<file path="src/rtl/lut_params.svh">
`ifndef LUT_PARAMS_SVH
`define LUT_PARAMS_SVH

// Lanes, bytes per lane vector and external memory word width
`define LUT_SUB_NUM 4
`define LUT_N       16
`define LUT_SDRAM_W 128

// One table holds an 8-bit entry for every byte value
`define LUT_DEPTH   256
`define LUT_WORDS   ((`LUT_DEPTH * 8) / `LUT_SDRAM_W)

`endif

</file>
<file path="src/rtl/lut_ram.sv">
`timescale 1ns/1ps
`default_nettype none

`include "lut_params.svh"

module lut_ram (
    input  wire       clk,
    input  wire       i_we,
    input  wire [7:0] i_wr_addr,
    input  wire [7:0] i_wr_data,
    input  wire [7:0] i_rd_addr,
    output logic [7:0] o_q
);

    logic [7:0] mem [`LUT_DEPTH];
    logic [7:0] addr;

    // A write takes the single port away from the reader
    assign addr = i_we ? i_wr_addr : i_rd_addr;

    always_ff @(posedge clk) begin
        if (i_we) begin
            mem[addr] <= i_wr_data;
        end
        o_q <= mem[addr];
    end

endmodule

`default_nettype wire

</file>
<file path="config.mk">
export PLATFORM = sky130hd
export DESIGN_NAME = lut_ram
export DESIGN_NICKNAME = d
export VERILOG_FILES = /design/src/rtl/lut_ram.sv
export VERILOG_INCLUDE_DIRS = /design/src /design/src/rtl
export SDC_FILE = /design/constraint.sdc
export NUM_CORES = 2
export LEC_CHECK = 0
export BUFFER_PORTS_ARGS = -buffer_cell sky130_fd_sc_hd__clkbuf_2
export CORE_MARGIN = 1.5
export CORE_UTILIZATION = 40
export DETAILED_ROUTE_END_ITERATION = 6
export GPL_TIMING_DRIVEN = 0
export PLACE_DENSITY = 0.59
export SYNTH_ARGS = -nofsm -noshare
export SYNTH_HDL_FRONTEND = slang
export SYNTH_SLANG_ARGS = --single-unit
</file>
<file path="constraint.sdc">
create_clock -name clk -period 8 [get_ports clk]
set_input_delay 0.8 -clock clk [delete_from_list [all_inputs] [get_ports clk]]
set_output_delay 0.8 -clock clk [all_outputs]
set_load 0.02 [all_outputs]
</file>
==> metrics.txt <==
area grow syn2layout 13.5%; Pre-Repair DR Iteration Count 5; die width 449 um; CTS max path bufs 3; CTS tree done; post-DP HPWL 147000 um; CTS hold repair buffers 0; final hold violations 0; Netlist cell types 44; CTS root buffer clkbuf_16; htree depth 4; initial antenna violation count 17; Worst Setup Path Type primary input to flip-flop; gpl congestion 0.989; Psw 5110 uW; Worst VDD drop 0.000244 V; max cap viols 0; crit path max fanout 10; Final setup viols 0; Port Buffers 32; WL/cell 31.0 um; hold path depth 1; R2R depth 5; DRC violations left 0; final worst clock skew 36.3 ps; Synth Cell Area 79400 um^2; Pleak 0.0275 uW; reg2reg setup slack 4590 ps; total core area 197000 um^2; Reg-to-Reg Start mem[31][3]$_DFFE_PP_; type of destination of the critical path flip-flop; Synthesis Warnings 0; drt total wl 221000 um; Seq pwr share 0.526; dominant synthesized flop cell edfxtp_1; crit share post-route 0.667; Clock power frac 0.408; PostCTS Resize Cnt 0; reg2reg end o_q[3]$_DFF_P_; Sink Count 2056; die area 201000 um^2; I/O pins 34; Layout Utilization 0.457; first-pass GRT wire length 309000 um; CP Data Required Time 8560 ps; Clk pin slew, worst setup/hold paths 60 ps; FF+latch count, synth 2056; RSZ-0062 raised after global routing no; number of global-route vias before repair 40774; Mapped Avg Cell Area 19.7 um^2; switching portion of total power 0.226; Mapped Nets 4053; Pint 17500 uW; row count 163; final net count 4326; die height 449 um; Seq/Total Area, Yosys 0.776; pwr/cell area 250 nW/um^2; Initial Util 0.403; number of vias per cell 5.83; Hold WC Path Type primary input to flip-flop; clk_lat worst skew 860 ps; Final min period 5330 ps; Hold Path Origin i_wr_data[3]; Worst Max-Slew Pin Slew 1400 ps; Slew Limit Fails 0; EDFF count, synth 2048; Mapped Cells 4027; total congestion overflow 0; DR iter-0 viols 4889; ys async rst share 0; Num CTS Buffers 204; layout cells sized above 1 0.203; worst hold endpoint mem[140][3]$_DFFE_PP_; slew margin rel. 0.0651; highest clock rate 0.187 GHz; # Post-CTS Setup Buffers 0; Global Route Usage Sum 0.217; post-route ant nets 0; Sum Neg Setup Slack 0 ps; CP startpoint kind primary input; status finished, final reports clean; Logic pwr share 0.066; routed vias 41507; worst path arrival time 5900 ps; largest net degree at the start of global routing 137
through the flow:
step                      hold WS [ps]  std cells  power [uW]  setup slack [ps]  instance area, um^2
final                              452       7123       22600              2670                90200
after global placement            1020       6699       13600              1650                82900
after detailed placement           989       6731       13600              1690                83700
after CTS                          407       7108       22700              2560                90100
after global routing               434       7119       23200              2650                90100
after floorplan                    719       4027       12900              4460                79400
cell type report:
type / count / area [um^2]
buffer: 250 / 1170
timing repair buffer: 67 / 881
clock buffer: 258 / 5350
clock inverter: 119 / 1020
sequential: 2056 / 61700
inverter: 3 / 11.3
antenna: 12 / 30.0
tap: 2640 / 3300
fill: 16570 / 107000
multi-input combinational: 1718 / 16700
power by group through the flow:
stage / clock network (uW) / logic (uW) / registers (uW)
final: 9210 / 1490 / 11900
after global routing: 9730 / 1550 / 11900
after CTS: 9320 / 1480 / 11900
after detailed placement: 0 / 1480 / 12100
after global placement: 0 / 1430 / 12200
after floorplan: 0 / 741 / 12100
state kept, by name (all words and copies together), names as in the netlist:
| name | cells |
|---|---|
| o_q | 8 |
| mem | 2048 |
cells in the final DEF (no fill, tap or decap), types with 12 or more instances in the layout:
cell and instances:
mux4_2 440, nor3_1 23, edfxtp_1 2048, a41oi_1 16, nor2_1 224, buf_16 17
clkinv_2 22, clkbuf_2 40, clkbuf_16 206, clkinv_1 67, diode_2 12, nand4_1 123
nor3_2 24, buf_6 25, buf_4 13, o31ai_1 17, nand3_1 227, mux2i_1 27
a32oi_1 32, clkbuf_1 186, buf_2 72, nand2_1 361, bufinv_16 12, a22oi_1 98
o2111ai_1 16
worst max-delay path by stage:
stage / start / endpoint / slack [ps] / cells after the start
floorplan: i_we / mem[146][0]$_DFFE_PP_ / 4460 / 10
global placement: i_we / o_q[0]$_DFF_P_ / 1650 / 12
detailed placement: i_we / o_q[0]$_DFF_P_ / 1690 / 12
CTS: i_we / o_q[0]$_DFF_P_ / 2560 / 12
global route: i_we / o_q[0]$_DFF_P_ / 2650 / 12
finish: i_we / o_q[0]$_DFF_P_ / 2670 / 12
Yosys cell counts, drive strengths merged, types with 2 or more instances:
master,n,area share
a31oi,8,0.00063
mux2,3,0.00043
a311oi,8,0.00088
a21oi,5,0.00032
inv,3,0.00014
nand2,361,0.017
and2,4,0.00032
a221oi,8,0.00088
or3b,4,0.00044
a22oi,98,0.0093
or3,7,0.00055
clkbuf,149,0.0070
nor3,47,0.0030
dfxtp,8,0.0020
a41oi,16,0.0018
edfxtp,2048,0.77
a32oi,32,0.0035
o2111ai,16,0.0018
mux2i,27,0.0034
a22o,8,0.00088
mux4,440,0.12
nand4,123,0.0097
nand3,227,0.014
nand3b,4,0.00038
o21ai,9,0.00057
o31ai,17,0.0016
nor2,225,0.011
nand2b,3,0.00024
o32ai,2,0.00032
and3,8,0.00063
buf,101,0.0075
critical path, stage by stage:
cell and delay, ps:
clkbuf_2 90, buf_2 190, mux2_2 310, buf_4 220, buf_2 390, buf_2 540, clkbuf_1 790, mux4_2 450
a22oi_1 470, nand4_1 310, o21ai_0 830, nand4_1 440
per-layer routing:
metal | track usage | part of all wire | up-vias
met3 | 0.0460 | 0.087 | 400
met2 | 0.334 | 0.46 | 2005
met4 | 0.0839 | 0.040 | 4
li1 | - | - | 17176
met5 | 0 | 0.00011 | -
met1 | 0.303 | 0.41 | 21922
cells by family after synthesis:
logic type	Yosys count	synth area share
AOI/OAI and AO/OA	231	0.0228
muxes	470	0.129
DFF	2056	0.776
buffers and inverters	253	0.0147
and+or+nand+nor	1017	0.0576
No activity file was read; power rests on OpenSTA's default activity.
