===== config.mk =====
export PLATFORM = sky130hd
export DESIGN_NAME = lut_exec
export DESIGN_NICKNAME = d
export VERILOG_FILES = /design/src/rtl/lut_pkg.sv /design/src/rtl/lut_exec.sv
export VERILOG_INCLUDE_DIRS = /design/src /design/src/rtl
export SDC_FILE = /design/constraint.sdc
export NUM_CORES = 1
export LEC_CHECK = 0
export BUFFER_PORTS_ARGS = -buffer_cell sky130_fd_sc_hd__buf_4
export CORE_MARGIN = 1.5
export CORE_UTILIZATION = 37
export DETAILED_ROUTE_END_ITERATION = 7
export RECOVER_POWER = 100
export SYNTH_ARGS = -nofsm -noshare
export SYNTH_HDL_FRONTEND = slang
export SYNTH_SLANG_ARGS = --single-unit

===== constraint.sdc =====
create_clock -name clk -period 5.9 [get_ports clk]
set_input_delay 0.59 -clock clk [delete_from_list [all_inputs] [get_ports clk]]
set_output_delay 0.59 -clock clk [all_outputs]
set_load 0.02 [all_outputs]

===== src/rtl/lut_params.svh =====
`ifndef LUT_PARAMS_SVH
`define LUT_PARAMS_SVH

// Lanes, bytes per lane vector and external memory word width
`define LUT_SUB_NUM 4
`define LUT_N       16
`define LUT_SDRAM_W 128

// One table holds an 8-bit entry for every byte value
`define LUT_DEPTH   256
`define LUT_WORDS   ((`LUT_DEPTH * 8) / `LUT_SDRAM_W)

`endif


===== src/rtl/lut_pkg.sv =====
`default_nettype none

`include "lut_params.svh"

package lut_pkg;

    // A whole lane vector, byte 0 in the low bits
    typedef logic [`LUT_N*8-1:0] vec_t;

    // One bit per lane
    typedef logic [`LUT_SUB_NUM-1:0] lane_mask_t;

    // Table load sequencer
    typedef enum logic [1:0] {
        IDLE,
        REQ,
        WAIT,
        WRITE
    } fetch_state_e;

endpackage

`default_nettype wire


===== src/rtl/lut_exec.sv =====
`timescale 1ns/1ps
`default_nettype none

`include "lut_params.svh"

module lut_exec (
    input  wire            clk,
    input  wire            rst_n,
    input  wire            i_start,
    input  lut_pkg::vec_t  i_x,
    output logic [7:0]     o_addr,
    input  wire [7:0]      i_q,
    output lut_pkg::vec_t  o_y,
    output logic           o_done
);

    import lut_pkg::*;

    localparam int CNT_W = $clog2(`LUT_N);

    logic busy;
    logic issue_vld;
    logic cap_vld;
    logic last_cap;
    logic [CNT_W-1:0] issue_cnt;
    logic [CNT_W-1:0] cap_cnt;
    vec_t x_q;
    vec_t work;

    // Byte k of the latched vector is the table address
    assign o_addr = x_q[{issue_cnt, 3'd0} +: 8];

    always_ff @(posedge clk, negedge rst_n) begin
        if (!rst_n) begin
            busy      <= 1'b0;
            issue_vld <= 1'b0;
            cap_vld   <= 1'b0;
            last_cap  <= 1'b0;
            issue_cnt <= '0;
            cap_cnt   <= '0;
            o_y       <= '0;
            o_done    <= 1'b0;
        end else begin
            // Capture side trails the issue side by the table read latency
            cap_vld  <= issue_vld;
            cap_cnt  <= issue_cnt;
            last_cap <= cap_vld && (cap_cnt == CNT_W'(`LUT_N - 1));
            o_done   <= last_cap;
            if (!busy && i_start) begin
                busy      <= 1'b1;
                issue_vld <= 1'b1;
                issue_cnt <= '0;
            end else if (issue_vld) begin
                issue_cnt <= issue_cnt + 1'b1;
                if (issue_cnt == CNT_W'(`LUT_N - 1)) begin
                    issue_vld <= 1'b0;
                end
            end
            if (last_cap) begin
                o_y  <= work;
                busy <= 1'b0;
            end
        end
    end

    always_ff @(posedge clk) begin
        if (!busy && i_start) begin
            x_q <= i_x;
        end
        if (cap_vld) begin
            work[{cap_cnt, 3'd0} +: 8] <= i_q;
        end
    end

endmodule

`default_nettype wire


==> results.toml <==
[power]
p_sw_share_pct = 34.74
netSwitchingPower_mw = 3.349
clkPwrFrac_pct = 28.3
seqPwrFrac_pct = 43.2
internal-power_mw = 6.293
pwr-share-comb_pct = 28.5
ir_worst_vdd_uv = 278.0
cellLeakagePower_nw = 6.894
power_density_nw_per_um2 = 521.1

[timing]
tightest_slew_ps = 3368
max_freq_mhz = 241.0
report.final.slew_viol_count = 320
tns_ps = 0
finalCritPeriodShare_pct = 70.32
rsz0062_at_grt = "no"
relSlewSlack_pct = -124.6
hold_violations = 0
period_needed_ps = 4149
fin_worst_skew_ps = 11.15
setup_viol = 0

[critical_path]
reg2reg_to = "o_y[126]$_DFFE_PN0P_"
path_class = "register to output port"
cp.arrival_ps = 3560
required_ps = 5310
cp-start-kind = "register"
worstPathMaxFanout = 37
r2r-start = "last_cap$_DFF_PN0_"
worst-path-buf-inv = 1
crit_family = "flip-flops"
r2r_cells = 2
critPathMaxStageDelay_ps = 1450
slowest_stage = "dfrtp_1"
worst_setup_path_end_kind = "output port"
rrSetupSlack_ps = 1840
path_cells = "nor2b_1 > a221oi_1 > o21ai_0 > nand2_1 > clkbuf_1"

[floorplanning]
rows = 73
core_sq_um = 39910
die_x_microns = 204.5
die_area_sq_um = 41820
die_y_microns = 204.5
io_pins = 276
start_util_pct = 37.64

[detailed_routing]
vias = 8348
drc = 0
drt-initial-drc-count = 455
viasPerCell = 4.831
wire_per_inst_microns = 20.37
dr.pass1.iters = 4
drt-total-wl_mm = 35.21
ant_nets = 0

[clocking]
clk_pin_slew_ps = 60
clkSinkCount = 397
cts_setup_buffers = 0
cts_root_buffer = "clkbuf_16"
cts-hold-fix-buffers = 0
clockBufferDepth = 3
cts_tree = "yes"
clk-insertion-delay-late_ps = 570
ctsResizeCount = 0
cts_made_buffers = 43
htree_num_levels = 2

[synthesis]
synth_mux_area_share_pct = 14.26
yosys_register_bits = 397
synth_compound_area_share_pct = 2.398
syn_area_per_cell_sq_um = 17.07
synthSimpleGateAreaFrac_pct = 6.945
ys_types = 40
synth.yosys.seq_area_share_pct = 74.65
synth-xor-area-share_pct = 0.2915
synth-adder-area-share_pct = 0.3331
syn_nets = 1023
ys.warnings.count = 0
synth_top_family_by_area = "multiplexers"
syn_inst = 880
synthesis.area_sq_um = 15020

[cells_and_area]
insertedDiodeCount = 0
regArea_sq_um = 11220
final_common_cell = "edfxtp_1"
layout_common_cells = "256 x edfxtp_1, 155 x clkbuf_1, 141 x dfrtp_1, 128 x mux2_2, 123 x clkbuf_4"
fin_area_sq_um = 18500
drive_above_1_share_pct = 29.34
fin_nets = 1311
multiInputGateArea_sq_um = 3605
areaGrowthSynthToFinish_pct = 23.14
nFillCells = 3548

[grt]
grt_overflow = 0
grt_util_all_layers_pct = 17.01
antenna_found_initial = 2
grt_max_degree = 98
grt_pass1_wl_mm = 52.48
grt_pass1_vias = 8545

[placed_design]
dpl-instance-area_sq_um = 17660
gp_congestion = 0.8133
port_buffers = 275
post-dp-hpwl_mm = 24.61

[run]
drv_cap = 8

[status]
status = "complete, but fails checks"
violations = "capacitance limit, slew limit"

[min_path]
worstHoldPathType = "input port to async pin"
metal layers:
layer	vias up	global-route usage [%]	wire, microns
met4	4	5.751	815
met2	298	27.60	16950
met3	53	4.645	2611
met1	4153	22.04	14810
li1	3840	-	-
met5	-	0	21
registers in the layout, indices dropped and copies added (netlist names):
name,cells
work,128
cap_vld,1
busy,1
cap_cnt,4
issue_vld,1
o_y,128
issue_cnt,4
o_done,1
last_cap,1
x_q,128
cell families (layout without fill, tap and decap cells):
kind of cell | Yosys count | count (layout)
compound gates | 43 | 43
xor+xnor | 5 | 5
fa+ha+maj | 4 | 4
buf+inv | 41 | 364
flops | 397 | 397
mux | 178 | 178
simple gates | 212 | 212
area by class of cell:
cell class / count / area share [%]
clock buffers: 57 / 6.377
clock inverters: 23 / 1.440
inverters: 3 / 0.06086
well taps: 525 / 3.550
multi-input cells: 442 / 19.48
flip-flops and latches: 397 / 60.62
repair buffers: 281 / 8.467
worst max path at each step:
stage          cells past startpoint                 to  slack [ps]                     start
6_report                           5          o_addr[3]        1750  issue_cnt[1]$_DFFE_PN0P_
5_1_grt                            5          o_addr[2]        1420  issue_cnt[1]$_DFFE_PN0P_
4_1_cts                            6          o_addr[0]        2320  issue_cnt[0]$_DFFE_PN0P_
3_5_place_dp                       4  work[6]$_DFFE_PP_        2780      cap_cnt[0]$_DFF_PN0_
3_3_place_gp                       4  work[2]$_DFFE_PP_        2900      cap_cnt[0]$_DFF_PN0_
2_1_floorplan                      2   x_q[0]$_DFFE_PP_        1070                   i_start
power groups by stage:
stage                     clock (mW)  combinational, mW  sequential (mW)
after floorplan                    0               1.58             4.48
after global placement             0               3.15             4.24
after detailed placement           0               3.19             4.25
after CTS                       2.80               3.20             4.20
after global routing            2.92               2.99             4.26
final                           2.73               2.75             4.17
cells in the mapped netlist (all sizes together):
library cell / number / area (sq um)
nand2: 32 / 120.1
mux4: 16 / 360.4
nor3: 8 / 45.04
nor2: 83 / 311.6
o21ba: 1 / 10.01
a22oi: 8 / 60.06
o21a: 1 / 7.510
a2111oi: 1 / 27.53
dfrtp: 141 / 3528
clkbuf: 27 / 101.4
a21o: 2 / 15.01
a211oi: 2 / 25.02
nor4: 4 / 31.28
o21ai: 8 / 40.04
nand3: 4 / 20.02
or4b: 1 / 13.76
mux2i: 34 / 340.3
clkinv: 1 / 3.750
nor2b: 3 / 18.77
nand3b: 1 / 7.510
mux2: 128 / 1441
a221oi: 16 / 140.1
o22a: 1 / 8.760
edfxtp: 256 / 7687
o21bai: 1 / 7.510
a21oi: 1 / 8.760
nand2b: 3 / 18.77
xnor2: 3 / 26.28
or2: 2 / 12.52
buf: 11 / 56.30
inv: 2 / 7.510
and2: 71 / 444.2
a21bo: 1 / 10.01
xor2: 2 / 17.52
ha: 4 / 50.05
stage by stage:
| stage | power, mW | instances | worst slack (ps) | hold WS [ps] | utilization (%) |
|---|---|---|---|---|---|
| finish | 9.642 | 1728 | 1751 | 89.60 | 46.35 |
| global route | 10.17 | 1728 | 1421 | 147.7 | 46.35 |
| CTS | 10.20 | 1728 | 2319 | 134.5 | 47.86 |
| detailed placement | 7.441 | 1648 | 2782 | 461.5 | 44.24 |
| global placement | 7.389 | 1648 | 2898 | 456.3 | 44.24 |
| floorplan | 6.059 | 880 | 1066 | 294.4 | - |
(Power assumes the default switching activity.)
