--- src/rtl/lut_params.svh ---
`ifndef LUT_PARAMS_SVH
`define LUT_PARAMS_SVH

// Lanes, bytes per lane vector and external memory word width
`define LUT_SUB_NUM 4
`define LUT_N       16
`define LUT_SDRAM_W 128

// One table holds an 8-bit entry for every byte value
`define LUT_DEPTH   256
`define LUT_WORDS   ((`LUT_DEPTH * 8) / `LUT_SDRAM_W)

`endif

--- src/rtl/lut_pkg.sv ---
`default_nettype none

`include "lut_params.svh"

package lut_pkg;

    // A whole lane vector, byte 0 in the low bits
    typedef logic [`LUT_N*8-1:0] vec_t;

    // One bit per lane
    typedef logic [`LUT_SUB_NUM-1:0] lane_mask_t;

    // Table load sequencer
    typedef enum logic [1:0] {
        IDLE,
        REQ,
        WAIT,
        WRITE
    } fetch_state_e;

endpackage

`default_nettype wire

--- src/rtl/vector_bank.sv ---
`timescale 1ns/1ps
`default_nettype none

`include "lut_params.svh"

module vector_bank (
    input  wire                 clk,
    input  wire                 rst_n,
    input  lut_pkg::lane_mask_t i_input_we,
    input  lut_pkg::vec_t       i_input_data,
    input  lut_pkg::lane_mask_t i_output_re,
    input  lut_pkg::vec_t       i_y0,
    input  lut_pkg::vec_t       i_y1,
    input  lut_pkg::vec_t       i_y2,
    input  lut_pkg::vec_t       i_y3,
    output lut_pkg::vec_t       o_x0,
    output lut_pkg::vec_t       o_x1,
    output lut_pkg::vec_t       o_x2,
    output lut_pkg::vec_t       o_x3,
    output lut_pkg::vec_t       o_output_data
);

    import lut_pkg::*;

    vec_t x_q [`LUT_SUB_NUM];
    vec_t y_in [`LUT_SUB_NUM];

    assign y_in[0] = i_y0;
    assign y_in[1] = i_y1;
    assign y_in[2] = i_y2;
    assign y_in[3] = i_y3;

    assign o_x0 = x_q[0];
    assign o_x1 = x_q[1];
    assign o_x2 = x_q[2];
    assign o_x3 = x_q[3];

    always_ff @(posedge clk, negedge rst_n) begin
        if (!rst_n) begin
            for (int i = 0; i < `LUT_SUB_NUM; i++) begin
                x_q[i] <= '0;
            end
            o_output_data <= '0;
        end else begin
            // Ascending scan, so the highest requested lane is written last
            for (int i = 0; i < `LUT_SUB_NUM; i++) begin
                if (i_input_we[i]) begin
                    x_q[i] <= i_input_data;
                end
                if (i_output_re[i]) begin
                    o_output_data <= y_in[i];
                end
            end
        end
    end

endmodule

`default_nettype wire

--- config.mk ---
export PLATFORM = sky130hd
export DESIGN_NAME = vector_bank
export DESIGN_NICKNAME = d
export VERILOG_FILES = /design/src/rtl/lut_pkg.sv /design/src/rtl/vector_bank.sv
export VERILOG_INCLUDE_DIRS = /design/src /design/src/rtl
export SDC_FILE = /design/constraint.sdc
export NUM_CORES = 1
export LEC_CHECK = 0
export BUFFER_PORTS_ARGS = -buffer_cell sky130_fd_sc_hd__buf_2
export CORE_AREA = 5 5 497 499
export CTS_BUF_LIST = sky130_fd_sc_hd__clkbuf_8
export DETAILED_ROUTE_END_ITERATION = 8
export DIE_AREA = 0 0 502 504
export MAX_ROUTING_LAYER = met4
export PLACE_DENSITY_LB_ADDON = 0.1
export SLEW_MARGIN = 20
export SYNTH_ARGS = -nofsm -noshare
export SYNTH_HDL_FRONTEND = slang
export SYNTH_SLANG_ARGS = --single-unit
--- constraint.sdc ---
create_clock -name clk -period 1.7 [get_ports clk]
set_clock_uncertainty 0.2 [all_clocks]
set_input_delay 0.34 -clock clk [delete_from_list [all_inputs] [get_ports clk]]
set_output_delay 0.34 -clock clk [all_outputs]
set_load 0.02 [all_outputs]
==> flow_summary_export.csv <==
group,metric,value,unit
sta,hold_viol_final,0,
outcome,failing_checks,"negative setup slack",
pwr,seq_power_share,36.7,%
floorplan,die_x,502,µm
clocking,max-clock-path-buffers,3,
pwr,finalPower,49.07,mW
critical_path,crit_family,"buffers and inverters",
clocking,cts.htree.levels,4,
routing,ant_nets,0,
cells_and_area,seq_area,16030,µm²
critical_path,critical_path_peak_fanout,15,
clocking,clk_latency,0.85,ns
sta,post-route-period-util,125.3,%
pwr,netSwitchingPower,15.67,mW
cells_and_area,flow.area_growth_from_synthesis,114.2,%
sta,setup_slack,-0.4294,ns
global_routing,congestion_overflow_gr,0,
synth,ys_warn_count,0,
routing,drt_pass1_iterations,4,
floorplan,floorplan.initialDensity,10.73,%
sta,max_slew_margin,70.03,%
routing,routed_wl,176.4,mm
global_routing,antenna_found_initial,82,
floorplan,floorplan.die.height,504,µm
synth,synthesis.instances,1797,
critical_path,critical-path-top-cell-by-count,"sky130_fd_sc_hd__dlygate4sd3_1",
pwr,vdd.ir_drop.worst,0.6565,mV
cells_and_area,fill_cells,26190,
critical_path,required_worst_endpoint,2.24,ns
clocking,tritoncts,"yes",
sta,unrepaired_setup_endpoints_after_global_routing,"yes",
pwr,internal_power,33.40,mW
placed_design,post-dp-hpwl,140.4,mm
critical_path,worst_ep_arrival_time,2.67,ns
hold_path,hold_crit_class,"input port to register",
synth,syn-num-nets,2447,
pwr,power_leakage,24.92,nW
synth,syn-cell-area,25960,µm²
routing,drc,0,
synth,sequential_cell_area_fraction_in_the_yosys_report,61.68,%
outcome,outcome,"finished, violations left",
critical_path,worst-setup-path-type,"input port to register",
routing,routedWlPerCell,22.84,µm
critical_path,capturing_element_type_of_the_critical_path,"register",
cells_and_area,finish.net_count,5020,
synth,yosys.cell_types.count,16,
clocking,clkSlewWorstSetupHoldPaths,0.05,ns
cells_and_area,commonest_non_fill_non_tap_cell_in_the_layout,"sky130_fd_sc_hd__dlygate4sd3_1",
critical_path,max_stage_delay,0.63,ns
critical_path,slowest_stage,"sky130_fd_sc_hd__dlygate4sd3_1",
pwr,switching_share,31.93,%
critical_path,worst_setup_path_start_kind,"input port",
global_routing,pin_count_of_the_biggest_net_entering_global_routing,78,
placed_design,gpl.final_weighted_congestion,0.8163,
floorplan,core_area,242100,µm²
global_routing,gr-usage-all-layers,13.70,%
placed_design,numPlacedInstances,6408,
placed_design,io_buffers,1289,
synth,post_synth.cell_area_avg,14.45,µm²
floorplan,placementRows,181,
cells_and_area,multi_input_comb_area,9503,µm²
pwr,power.density_cell_area,882.3,nW/µm²
sta,timing.setup.tns,-142.46,ns
sta,min_period,2.129,ns
clocking,cts_buffers,142,
critical_path,timing.critical_path.cells,"buf_2, or4_4, buf_4, dlygate4sd3_1, buf_12, nor2_1, a211oi_1, dlygate4sd3_1",
routing,first_drt_iteration_drcs,725,
floorplan,io_pins,1290,
cells_and_area,fraction_of_final_layout_cells_with_drive_strength_greater_than_1,55.05,%
clocking,clock_sinks,640,
routing,viasPerCell,3.387,
flow_run,max_capacitance_violation_total,0,
cells_and_area,final_cell_mix,"841 x sky130_fd_sc_hd__dlygate4sd3_1, 644 x sky130_fd_sc_hd__buf_6, 641 x sky130_fd_sc_hd__buf_2, 628 x sky130_fd_sc_hd__dfrtp_1, 512 x sky130_fd_sc_hd__mux2_2",
pwr,pwr-share-comb,28.3,%
routing,route.vias.total,26170,
cells_and_area,final-instance-count-excl-fill,7725,
global_routing,first_global_vias,29200,
pwr,power_frac_clock,35.0,%
sta,worst-slew-pin-transition,0.4496,ns
sta,fmax,469.6,MHz
synth,ys_seq_elements,640,
global_routing,grt_first_pass_wirelength,236.8,mm
sta,timing.final.max_slew_violations,0,
clocking,clock_tree.root_cell,"sky130_fd_sc_hd__clkbuf_8",
floorplan,die_area,253000,µm²
sta,setup_viol,688,
critical_path,timing.critical_path.buf_inv,5,
## power groups by stage
stage	logic, mW	registers [mW]	clock network (mW)
4_1_cts	13.9	18.0	18.3
3_3_place_gp	9.95	17.9	0
6_report	13.9	18.0	17.2
5_1_grt	14.6	18.2	18.9
2_1_floorplan	2.23	19.7	0
3_5_place_dp	9.93	17.9	0
## kinds of logic after synthesis
| family | synth area share, % |
|---|---|
| muxes | 27.14 |
| DFF | 61.68 |
| AOI/OAI and AO/OA | 6.795 |
| and+or+nand+nor | 1.966 |
| buffers and inverters | 2.419 |
## metal layers
layer  up-vias  part of all wire, %  global-route usage [%]
li1      11880                    -                       -
met5         -                    0                       -
met4         0                  6.9                   8.271
met2      1136                   50                   23.42
met1     12760                   37                   13.96
met3       391                  6.4                   3.755
## sequential cells by signal (all words and copies together), names as in the netlist
| name | cells |
|---|---|
| o_output_data | 128 |
| o_x1 | 128 |
| o_x2 | 128 |
| o_x0 | 128 |
| o_x3 | 128 |
## layout make-up
class                           count  share of cell area (%)
Sequential cell                   640                   28.82
Clock inverter                     77                  0.7919
Tap cell                         3202                   7.204
Multi-Input combinational cell   1029                   17.09
Inverter                            1                 0.01125
Clock buffer                      166                   4.108
Antenna cell                       54                  0.2430
Timing Repair Buffer             2556                   41.73
## stage by stage
step | instance area, µm² | util (%) | setup slack [ns] | hold WS (ns)
floorplan | 26000 | - | 0.03056 | -0.1556
global placement | 38680 | 15.98 | -0.3956 | 0.2836
detailed placement | 38680 | 15.98 | -0.4500 | 0.2892
CTS | 54640 | 22.57 | -0.5253 | -0.1862
global route | 55610 | 22.97 | -0.4924 | 0.01423
finish | 55610 | 22.97 | -0.4294 | 0.08684
## worst reg2reg max path: cells and delay by family, from the launching register on
| kind | cells | cell delay, ns |
|---|---|---|
| AND/OR/NAND/NOR | 1 | 0.11 |
| AO/OA/AOI/OAI | 1 | 0.04 |
| buffers and inverters | 3 | 0.82 |
| flip-flops | 1 | 0.40 |
## Yosys cell counts
library cell / number / area (µm²)
sky130_fd_sc_hd__mux2_2: 512 / 5766
sky130_fd_sc_hd__buf_1: 17 / 63.81
sky130_fd_sc_hd__mux2i_1: 128 / 1281
sky130_fd_sc_hd__clkbuf_1: 31 / 116.4
sky130_fd_sc_hd__nor2_1: 130 / 488.0
sky130_fd_sc_hd__nor3_1: 1 / 5.000
sky130_fd_sc_hd__dfrtp_1: 640 / 16020
sky130_fd_sc_hd__buf_4: 12 / 90.09
sky130_fd_sc_hd__or4_4: 1 / 11.26
sky130_fd_sc_hd__a211oi_1: 128 / 960.9
sky130_fd_sc_hd__buf_2: 64 / 320.3
sky130_fd_sc_hd__o2bb2ai_1: 1 / 8.760
sky130_fd_sc_hd__inv_1: 1 / 3.750
sky130_fd_sc_hd__o22ai_1: 127 / 794.5
sky130_fd_sc_hd__buf_6: 3 / 33.78
sky130_fd_sc_hd__nand2b_1: 1 / 6.260
## final timing paths
kind	slack, ns	to	depth (start not counted)	startpoint
hold reg to reg	0.33	o_x1[82]	1	o_x1[82]
min in group asynchronous	0.64	o_x0[64]	5	rst_n
setup / recovery	-0.43	o_output_data[17]	8	i_output_re[2]
max in group asynchronous	0.04	o_x1[72]	6	rst_n
setup reg to reg	0.03	o_output_data[125]	5	o_output_data[125]
hold / removal	0.09	o_output_data[97]	6	i_output_re[3]
## repair_timing
| item | CTS | global route |
|---|---|---|
| cloned | 0 | 5 |
| endpoints found under the hold margin | 1280 | 19 |
| hold buffers | 849 | 13 |
| buffers inserted | 95 | 79 |
| resized for setup | 1292 | 36 |
| setup endpoints to repair | 640 | 683 |
| pin swaps | 0 | 5 |
No activity file was read; power rests on OpenSTA's default activity.
