<file path="src/rtl/lut_params.svh">
`ifndef LUT_PARAMS_SVH
`define LUT_PARAMS_SVH

// Lanes, bytes per lane vector and external memory word width
`define LUT_SUB_NUM 4
`define LUT_N       16
`define LUT_SDRAM_W 128

// One table holds an 8-bit entry for every byte value
`define LUT_DEPTH   256
`define LUT_WORDS   ((`LUT_DEPTH * 8) / `LUT_SDRAM_W)

`endif

</file>
<file path="src/rtl/lut_pkg.sv">
`default_nettype none

`include "lut_params.svh"

package lut_pkg;

    // A whole lane vector, byte 0 in the low bits
    typedef logic [`LUT_N*8-1:0] vec_t;

    // One bit per lane
    typedef logic [`LUT_SUB_NUM-1:0] lane_mask_t;

    // Table load sequencer
    typedef enum logic [1:0] {
        IDLE,
        REQ,
        WAIT,
        WRITE
    } fetch_state_e;

endpackage

`default_nettype wire

</file>
<file path="src/rtl/lut_fetch_ctrl.sv">
`timescale 1ns/1ps
`default_nettype none

`include "lut_params.svh"

module lut_fetch_ctrl (
    input  wire                 clk,
    input  wire                 rst_n,
    input  lut_pkg::lane_mask_t i_fetch,
    input  wire [31:0]          i_fetch_addr,
    input  wire                 i_sdram_rvalid,
    input  wire [`LUT_SDRAM_W-1:0] i_sdram_rdata,
    output logic                o_sdram_rd,
    output logic [31:0]         o_sdram_addr,
    output lut_pkg::lane_mask_t o_ram_we,
    output logic [7:0]          o_ram_addr,
    output logic [7:0]          o_ram_data,
    output logic                o_fetch_done
);

    import lut_pkg::*;

    localparam int WORD_W = $clog2(`LUT_WORDS);
    localparam int BYTE_W = $clog2(`LUT_SDRAM_W / 8);

    fetch_state_e state;
    lane_mask_t lane_sel;
    lane_mask_t lowest_req;
    logic [31:0] base_addr;
    logic [WORD_W-1:0] word_cnt;
    logic [BYTE_W-1:0] byte_cnt;
    logic [`LUT_SDRAM_W-1:0] word_q;
    logic last_byte;

    // Isolate the lowest set bit of the request mask
    assign lowest_req = i_fetch & (~i_fetch + lane_mask_t'(1));

    assign last_byte = (byte_cnt == BYTE_W'(`LUT_SDRAM_W / 8 - 1));

    always_ff @(posedge clk, negedge rst_n) begin
        if (!rst_n) begin
            state        <= IDLE;
            lane_sel     <= '0;
            base_addr    <= '0;
            word_cnt     <= '0;
            byte_cnt     <= '0;
            o_fetch_done <= 1'b0;
        end else begin
            o_fetch_done <= 1'b0;
            case (state)
                IDLE: begin
                    if (|i_fetch) begin
                        lane_sel  <= lowest_req;
                        base_addr <= i_fetch_addr;
                        word_cnt  <= '0;
                        state     <= REQ;
                    end
                end
                REQ: begin
                    state <= WAIT;
                end
                WAIT: begin
                    if (i_sdram_rvalid) begin
                        byte_cnt <= '0;
                        state    <= WRITE;
                    end
                end
                WRITE: begin
                    byte_cnt <= byte_cnt + 1'b1;
                    if (last_byte) begin
                        if (word_cnt == WORD_W'(`LUT_WORDS - 1)) begin
                            o_fetch_done <= 1'b1;
                            state        <= IDLE;
                        end else begin
                            word_cnt <= word_cnt + 1'b1;
                            state    <= REQ;
                        end
                    end
                end
                default: state <= IDLE;
            endcase
        end
    end

    // Received word, shifted down one byte per write cycle
    always_ff @(posedge clk) begin
        if (state == WAIT && i_sdram_rvalid) begin
            word_q <= i_sdram_rdata;
        end else if (state == WRITE) begin
            word_q <= word_q >> 8;
        end
    end

    assign o_sdram_rd   = (state == REQ);
    assign o_sdram_addr = base_addr + 32'(word_cnt) * (`LUT_SDRAM_W / 8);
    assign o_ram_we     = (state == WRITE) ? lane_sel : '0;
    assign o_ram_addr   = {word_cnt, byte_cnt};
    assign o_ram_data   = word_q[7:0];

endmodule

`default_nettype wire

</file>
<file path="config.mk">
export PLATFORM = sky130hd
export DESIGN_NAME = lut_fetch_ctrl
export DESIGN_NICKNAME = d
export VERILOG_FILES = /design/src/rtl/lut_pkg.sv /design/src/rtl/lut_fetch_ctrl.sv
export VERILOG_INCLUDE_DIRS = /design/src /design/src/rtl
export SDC_FILE = /design/constraint.sdc
export NUM_CORES = 1
export LEC_CHECK = 0
export ABC_CLOCK_PERIOD_IN_PS = 5100
export BUFFER_PORTS_ARGS = -buffer_cell sky130_fd_sc_hd__buf_2
export CORE_MARGIN = 8
export CORE_UTILIZATION = 40
export DETAILED_ROUTE_END_ITERATION = 16
export GPL_TIMING_DRIVEN = 0
export PLACE_DENSITY = 0.7
export RECOVER_POWER = 50
export SYNTH_ARGS = -nofsm -noshare
export SYNTH_HDL_FRONTEND = slang
export SYNTH_SLANG_ARGS = --single-unit
</file>
<file path="constraint.sdc">
create_clock -name clk -period 5.1 [get_ports clk]
set_input_delay 0.255 -clock clk [delete_from_list [all_inputs] [get_ports clk]]
set_output_delay 0.255 -clock clk [all_outputs]
set_load 0.01 [all_outputs]
</file>
==> flow_summary.yaml, run 1 <==
synth:
  synth-seq-area-share_pct: 61.87
  synth_enable_flop_cells: 128
  synth_ff_type: "edfxtp_1"
  netlist-cell-type-count: 47
  synthArstFlopShare_pct: 26.86
  synth.top_cells.by_area: "edfxtp_1 (47%), mux2_2 (17%), dfrtp_1 (14%)"
  yosys_warnings: 0
  netlist_area_um2: 8114
  postSynthNetCount: 712
  synth_top_cell_by_area: "edfxtp_1"
  synth_cells: 533
  share_of_yosys_cell_area_claimed_by_the_top_area_cell_type_pct: 47.37
  ys_seq_elements: 175
  synth.avg_cell_area_um2: 15.22
cells_and_area:
  most_common_library_cell_in_the_layout_ignoring_fill_and_taps: "buf_2"
  num_antenna_cells: 0
  drive_gt1_share_pct: 47.13
  sequential_cell_area_um2: 5020
  multiInputGateArea_um2: 2863
  final_cell_mix: "buf_2 (196), edfxtp_1 (128), mux2_2 (125)"
  fillCellCount: 1783
  layout.nets: 952
  syn2layout_area_growth_pct: 25.07
min_path:
  hp-class: "in -> reg"
  min-delay-start: "i_fetch_addr[4]"
route:
  detailed_routing_iterations_pass_1: 4
  avgRoutedWirePerCell_um: 16.98
  drt_total_wl_mm: 17.92
  drt-vias-per-instance: 4.868
  route.vias.total: 5136
  drtIter0Drc: 197
  final_antenna_net_count: 0
  drc_errors: 0
timing:
  max_slew_margin_pct: -75.60
  setup_viol: 0
  whs_ns: 0.04306
  unrepaired_setup_endpoints_after_global_routing: "no"
  period_needed_ns: 2.978
  layout_worst_path_cycle_share_pct: 58.39
  skew_ns: 0.009268
  fmax_mhz: 335.8
  worst-slew-pin-transition_ns: 2.634
  timing.setup.tns_ns: 0
  slew_viols_final: 48
  hold_viol_final: 0
clock_tree:
  cts_sinks: 175
  cts.hold.buffers_added: 0
  post-cts-setup-buffers: 0
  clock_tree_from_tritoncts: "done"
  number_of_cts_inserted_buffers: 17
  cts.repair.resized: 0
  clk-insertion-delay-late_ns: 0.42
  cts_buffer_depth: 2
  htree_levels: 4
  cts.reportedPaths.clkPinSlew_ns: 0.07
  clock_tree.root_cell: "clkbuf_16"
critical_path:
  critical_path.max_fanout: 70
  critPathCapture: "word_q[11]"
  critical-path-max-stage-delay_ns: 0.48
  worstSetupPathType: "reg -> reg"
  reg2reg_setup_slack_ns: 2.12
  startpoint_type: "flop"
  data_required_time_of_the_critical_path_ns: 5.23
  slowest_stage: "nand2b_4"
  cp_cell_sequence: "inv_1 -> ha_1 -> nand2_1 -> clkbuf_1 -> buf_2 -> nand2b_4 -> buf_16"
  startpoint: "state[0]"
  worst_r2r_endpoint: "word_q[11]"
  endpoint_kind: "flop"
  r2r.worst_path.cells: 7
  crit-reg2reg-launch: "state[0]"
  worst-endpoint-arrival_ns: 3.10
global_route:
  antenna_found_initial: 3
  first_pass_grt_wire_length_mm: 28.26
  gr-usage-all-layers_pct: 14.56
  grt_pass1_vias: 5568
  grt_max_degree: 71
  grt_remaining_overflow: 0
flow_run:
  max_cap_viol_count: 1
floorplan:
  dieArea_um2: 25100
  rows: 52
  i_o_pin_count: 221
  coreArea_um2: 20100
  die_height_um: 158.4
  initial_utilization_pct: 40.36
  x_dimension_of_the_die_um: 158.4
power:
  leakagePower_nw: 4.167
  ir_drop_mv: 0.3345
  power_density_nw_per_um2: 606.4
run_status:
  violated_checks: "max-capacitance violations, max-slew violations"
  run_status: "finished, violations left"
placed_design:
  place.detailed.hpwl_mm: 13.66
  final_estimated_routing_congestion_in_global_placement: 0.7615
  port_buffers: 220
==> critical path, delay by kind of cell (launching register included) <==
kind	cells	cell delay, ns
DFF	1	0.38
and+or+nand+nor	2	0.68
adders and majority gates	1	0.26
buffers and inverters	4	1.31
==> Yosys cell counts (2+ instances only) <==
| master | instances |
|---|---|
| nand3b_1 | 2 |
| a22o_1 | 3 |
| a211oi_1 | 2 |
| clkbuf_1 | 8 |
| nand3_1 | 12 |
| mux2_1 | 28 |
| nor2b_1 | 2 |
| nand2_1 | 19 |
| nor2_1 | 8 |
| nor4_2 | 2 |
| nand4_1 | 8 |
| dfrtp_1 | 47 |
| buf_2 | 11 |
| and3b_1 | 2 |
| nand2b_1 | 3 |
| a21oi_1 | 5 |
| nor3_1 | 3 |
| xor2_1 | 8 |
| edfxtp_1 | 128 |
| and3_1 | 16 |
| a31oi_1 | 2 |
| buf_4 | 16 |
| inv_1 | 9 |
| mux2_2 | 125 |
| xnor2_1 | 19 |
| ha_1 | 11 |
| and2_1 | 5 |
| and4_1 | 2 |
| a21o_1 | 2 |
| a32o_1 | 3 |
| o21ai_0 | 6 |
==> power by group <==
part | leakage [nW] | switching, mW | internal (mW)
clock | 0.301 | 0.607 | 0.752
sequential | 1.79 | 0.291 | 2.55
combinational | 2.07 | 0.973 | 0.978
total | 4.17 | 1.87 | 4.28
==> worst min path at each step <==
stage,endpoint,cells after the start
after CTS,base_addr[4],2
after global routing,base_addr[9],2
after detailed placement,lane_sel[0],2
after global placement,lane_sel[1],2
final,base_addr[4],2
after floorplan,base_addr[0],0
==> flip-flops by register name, summed over array words and instances (netlist names) <==
register,cells
state,2
base_addr,32
o_fetch_done,1
word_cnt,4
word_q,128
lane_sel,4
byte_cnt,4
==> cell type report <==
cell class	instances	area share, %
flip-flops and latches	175	49.46
multi-input cells	314	28.21
repair buffers	221	10.76
clock buffers	17	4.192
well taps	270	3.329
clock inverters	14	1.911
plain buffers	35	1.800
inverters	9	0.3329
==> metal layers <==
metal | wire, um | part of all wire, % | track usage (%) | vias up
met4 | 236 | 1.3 | 4.535 | 6
met2 | 8970 | 50 | 25.03 | 135
met3 | 1279 | 7.1 | 4.750 | 20
li1 | - | - | - | 2470
met5 | 45 | 0.25 | 0 | -
met1 | 7387 | 41 | 16.97 | 2505
==> metrics by stage <==
step / cell area (um^2) / util (%) / total power [mW] / setup slack, ns / cells
floorplan: 8114 / - / 4.306 / 0.4978 / 533
global placement: 9553 / 47.52 / 4.618 / -1.279 / 1023
detailed placement: 9588 / 47.69 / 4.905 / 2.062 / 1024
CTS: 10210 / 50.77 / 6.285 / 2.035 / 1055
global route: 10150 / 50.48 / 6.542 / 1.792 / 1055
finish: 10150 / 50.48 / 6.154 / 2.122 / 1055
==> cells by family (layout without fill, tap and decap cells) <==
| logic type | after synthesis | in the layout | share of synthesized area, % |
|---|---|---|---|
| AND/OR/NAND/NOR | 91 | 91 | 6.430 |
| XOR/XNOR | 27 | 27 | 2.914 |
| buffers and inverters | 44 | 296 | 2.945 |
| AO/OA/AOI/OAI | 31 | 31 | 2.668 |
| adder cells (fa/ha/maj) | 12 | 12 | 1.943 |
| multiplexers | 153 | 153 | 21.23 |
| flip-flops | 175 | 175 | 61.87 |
Note: power is estimated with default switching activity, not from simulation.
==> run 2, diff against run 1 <==
--- a/config.mk
+++ b/config.mk
@@ -6,7 +6,7 @@
 export SDC_FILE = /design/constraint.sdc
 export NUM_CORES = 1
 export LEC_CHECK = 0
-export ABC_CLOCK_PERIOD_IN_PS = 5100
+export ABC_CLOCK_PERIOD_IN_PS = 2900
 export BUFFER_PORTS_ARGS = -buffer_cell sky130_fd_sc_hd__buf_2
 export CORE_MARGIN = 8
 export CORE_UTILIZATION = 40
==> constraint.sdc (replaced) <==
create_clock -name clk -period 2.9 [get_ports clk]
set_input_delay 0.145 -clock clk [delete_from_list [all_inputs] [get_ports clk]]
set_output_delay 0.145 -clock clk [all_outputs]
set_load 0.01 [all_outputs]
==> run 2 against run 1 <==
  * The run now ends clean
  * Count of clock-buffer cells in the layout stayed put
  * Utilization is 3.2 points higher
  * Largest power group unchanged
  * Clock power is 69% higher
  * Sequential share of layout area is 2.9 points lower
  * Highest routed layer unchanged
  * Non-clock buffer count is 61 higher
  * Hold slack worse by 0.023 ns
  * Wire length is 5.0% higher
  * Clock skew is 0.0032 ns higher
  * Critical path type is now reg -> out
  * Critical path depth is 2 higher
  * Largest cell class unchanged
  * Die area stayed put
==> flow_summary.yaml, run 2 (synthesized netlist as in run 1, its figures left out) <==
run_status:
  run_status: "finished clean"
critical_path:
  r2r.worst_path.cells: 7
  worst-endpoint-arrival_ns: 2.61
  cp.buffers_inverters: 3
  critical-path-max-stage-delay_ns: 0.43
  worstSetupPathType: "reg -> out"
  data_required_time_of_the_critical_path_ns: 2.76
  cp_cell_sequence: "ha_1 -> inv_1 -> fa_1 -> nor2b_1 -> o31a_1 -> buf_2 -> nor3b_2 -> xor2_1 -> buf_2"
  worst_r2r_endpoint: "word_q[16]"
  startpoint_type: "flop"
  crit-reg2reg-launch: "state[0]"
  critical_path.max_fanout: 9
  slowest_stage: "dfrtp_2"
  endpoint_kind: "output pin"
  crit_top_cell: "buf_2"
  reg2reg_setup_slack_ns: 0.31
  cpLargestDelayFamily: "adder cells"
clock_tree:
  clk-insertion-delay-late_ns: 0.43
  cts_buffer_depth: 2
  cts_sinks: 175
  htree_levels: 4
  clock_tree_from_tritoncts: "done"
  number_of_cts_inserted_buffers: 17
  clock_tree.root_cell: "clkbuf_16"
  post-cts-setup-buffers: 0
  cts.reportedPaths.clkPinSlew_ns: 0.08
timing:
  layout_worst_path_cycle_share_pct: 95.05
  slew_viols_final: 0
  max_slew_margin_pct: 21.03
  unrepaired_setup_endpoints_after_global_routing: "no"
  skew_ns: 0.01248
  hold_viol_final: 0
  postLayoutSetupSlackWorst_ns: 0.1436
  period_needed_ns: 2.756
  whs_ns: 0.02012
  setup_viol: 0
  fmax_mhz: 362.8
  worst-slew-pin-transition_ns: 1.185
route:
  drc_errors: 0
  drt-vias-per-instance: 4.809
  route.vias.total: 5396
  final_antenna_net_count: 0
  drtIter0Drc: 249
  drt_total_wl_mm: 18.81
  detailed_routing_iterations_pass_1: 4
  avgRoutedWirePerCell_um: 16.76
global_route:
  grt_remaining_overflow: 0
  grt_max_degree: 56
  first_pass_grt_wire_length_mm: 29.39
  gr-usage-all-layers_pct: 15.19
  grt_pass1_vias: 5747
  antenna_found_initial: 3
power:
  ir_drop_mv: 0.5864
  leakagePower_nw: 4.446
  power_density_nw_per_um2: 1009
cells_and_area:
  top_registers: "word_q (128), base_addr (32)"
  sequential_cell_area_um2: 5021
  syn2layout_area_growth_pct: 33.02
  layout.nets: 1013
  regMostFlops: "word_q"
  most_common_library_cell_in_the_layout_ignoring_fill_and_taps: "buf_2"
  final_core_util_pct: 53.68
  fillCellCount: 1729
  multiInputGateArea_um2: 2864
  drive_gt1_share_pct: 44.75
  final_cell_mix: "buf_2 (198), edfxtp_1 (128), mux2_2 (125)"
  largest_register_ff_count: 128
min_path:
  timing.hold.worst_endpoint: "word_q[31]"
  min-delay-start: "i_sdram_rdata[31]"
  holdPathStages: 2
  hp-class: "in -> reg"
placed_design:
  final_estimated_routing_congestion_in_global_placement: 0.7519
  place.detailed.hpwl_mm: 13.89
  dp_worst_setup_slack_ns: 0.001292
  port_buffers: 220
floorplan:
  x_dimension_of_the_die_um: 158.4
  die_height_um: 158.4
  dieArea_um2: 25100
  rows: 52
  initial_utilization_pct: 40.36
  i_o_pin_count: 221
  coreArea_um2: 20100
flow_run:
  max_cap_viol_count: 0
[run 2: layer usage]
| metal | vias up | share of wire (%) | GRT usage, % |
|---|---|---|---|
| met5 | - | 0.064 | 0 |
| met1 | 2604 | 40 | 17.40 |
| li1 | 2615 | - | - |
| met3 | 27 | 5.8 | 3.855 |
| met4 | 2 | 1.8 | 6.376 |
| met2 | 148 | 53 | 26.56 |
[run 2: worst max-delay path by stage]
stage | start | to | slack, ns | cells after the start
2_1_floorplan | state[0] | word_q[0] | 0.41 | 6
3_3_place_gp | state[0] | word_q[6] | -0.48 | 6
3_5_place_dp | state[0] | word_q[1] | 0.001 | 8
4_1_cts | word_cnt[0] | o_sdram_addr[14] | 0.06 | 9
5_1_grt | word_cnt[0] | o_sdram_addr[14] | 0.02 | 9
6_report | word_cnt[0] | o_sdram_addr[14] | 0.14 | 9
[run 2: per-stage QoR]
stage	instance area, um^2	std cells	setup TNS [ns]	power, mW
after floorplan	8122	533	0	7.466
after CTS	10820	1116	0	11.08
final	10790	1122	0	10.89
after global placement	9560	1023	-60.13	8.470
after global routing	10790	1119	0	11.57
after detailed placement	9615	1025	0	8.685
[run 2: layout make-up]
cell class              instances  share of cell area, %
diodes                          5                 0.1159
plain buffers                  34                  1.658
clock buffers                  17                  3.942
clock inverters                15                  1.693
inverters                       9                 0.3130
multi-input cells             314                  26.54
flip-flops and latches        175                  46.52
well taps                     270                  3.130
repair buffers                283                  16.09
[run 2: worst reg2reg max path, stage by stage (launching register included)]
cell	delay, ns
dfrtp_1	0.41
inv_1	0.15
ha_1	0.26
nand2_2	0.21
buf_2	0.28
nand2b_4	0.30
buf_16	0.33
buf_16	0.30
[run 2: power breakdown]
part | switching, mW | internal, mW | leakage [nW] | total, mW
Combinational | 1.77 | 1.83 | 2.36 | 3.60
Clock | 1.13 | 1.18 | 0.291 | 2.30
Sequential | 0.509 | 4.48 | 1.79 | 4.99
Total | 3.41 | 7.49 | 4.45 | 10.9
[run 2: repair_timing]
item / in CTS / in global routing
endpoints found under the setup margin: 53 / 57
hold buffers: 60 / 1
resized for setup: 0 / 3
endpoints found under the hold margin: 107 / 1
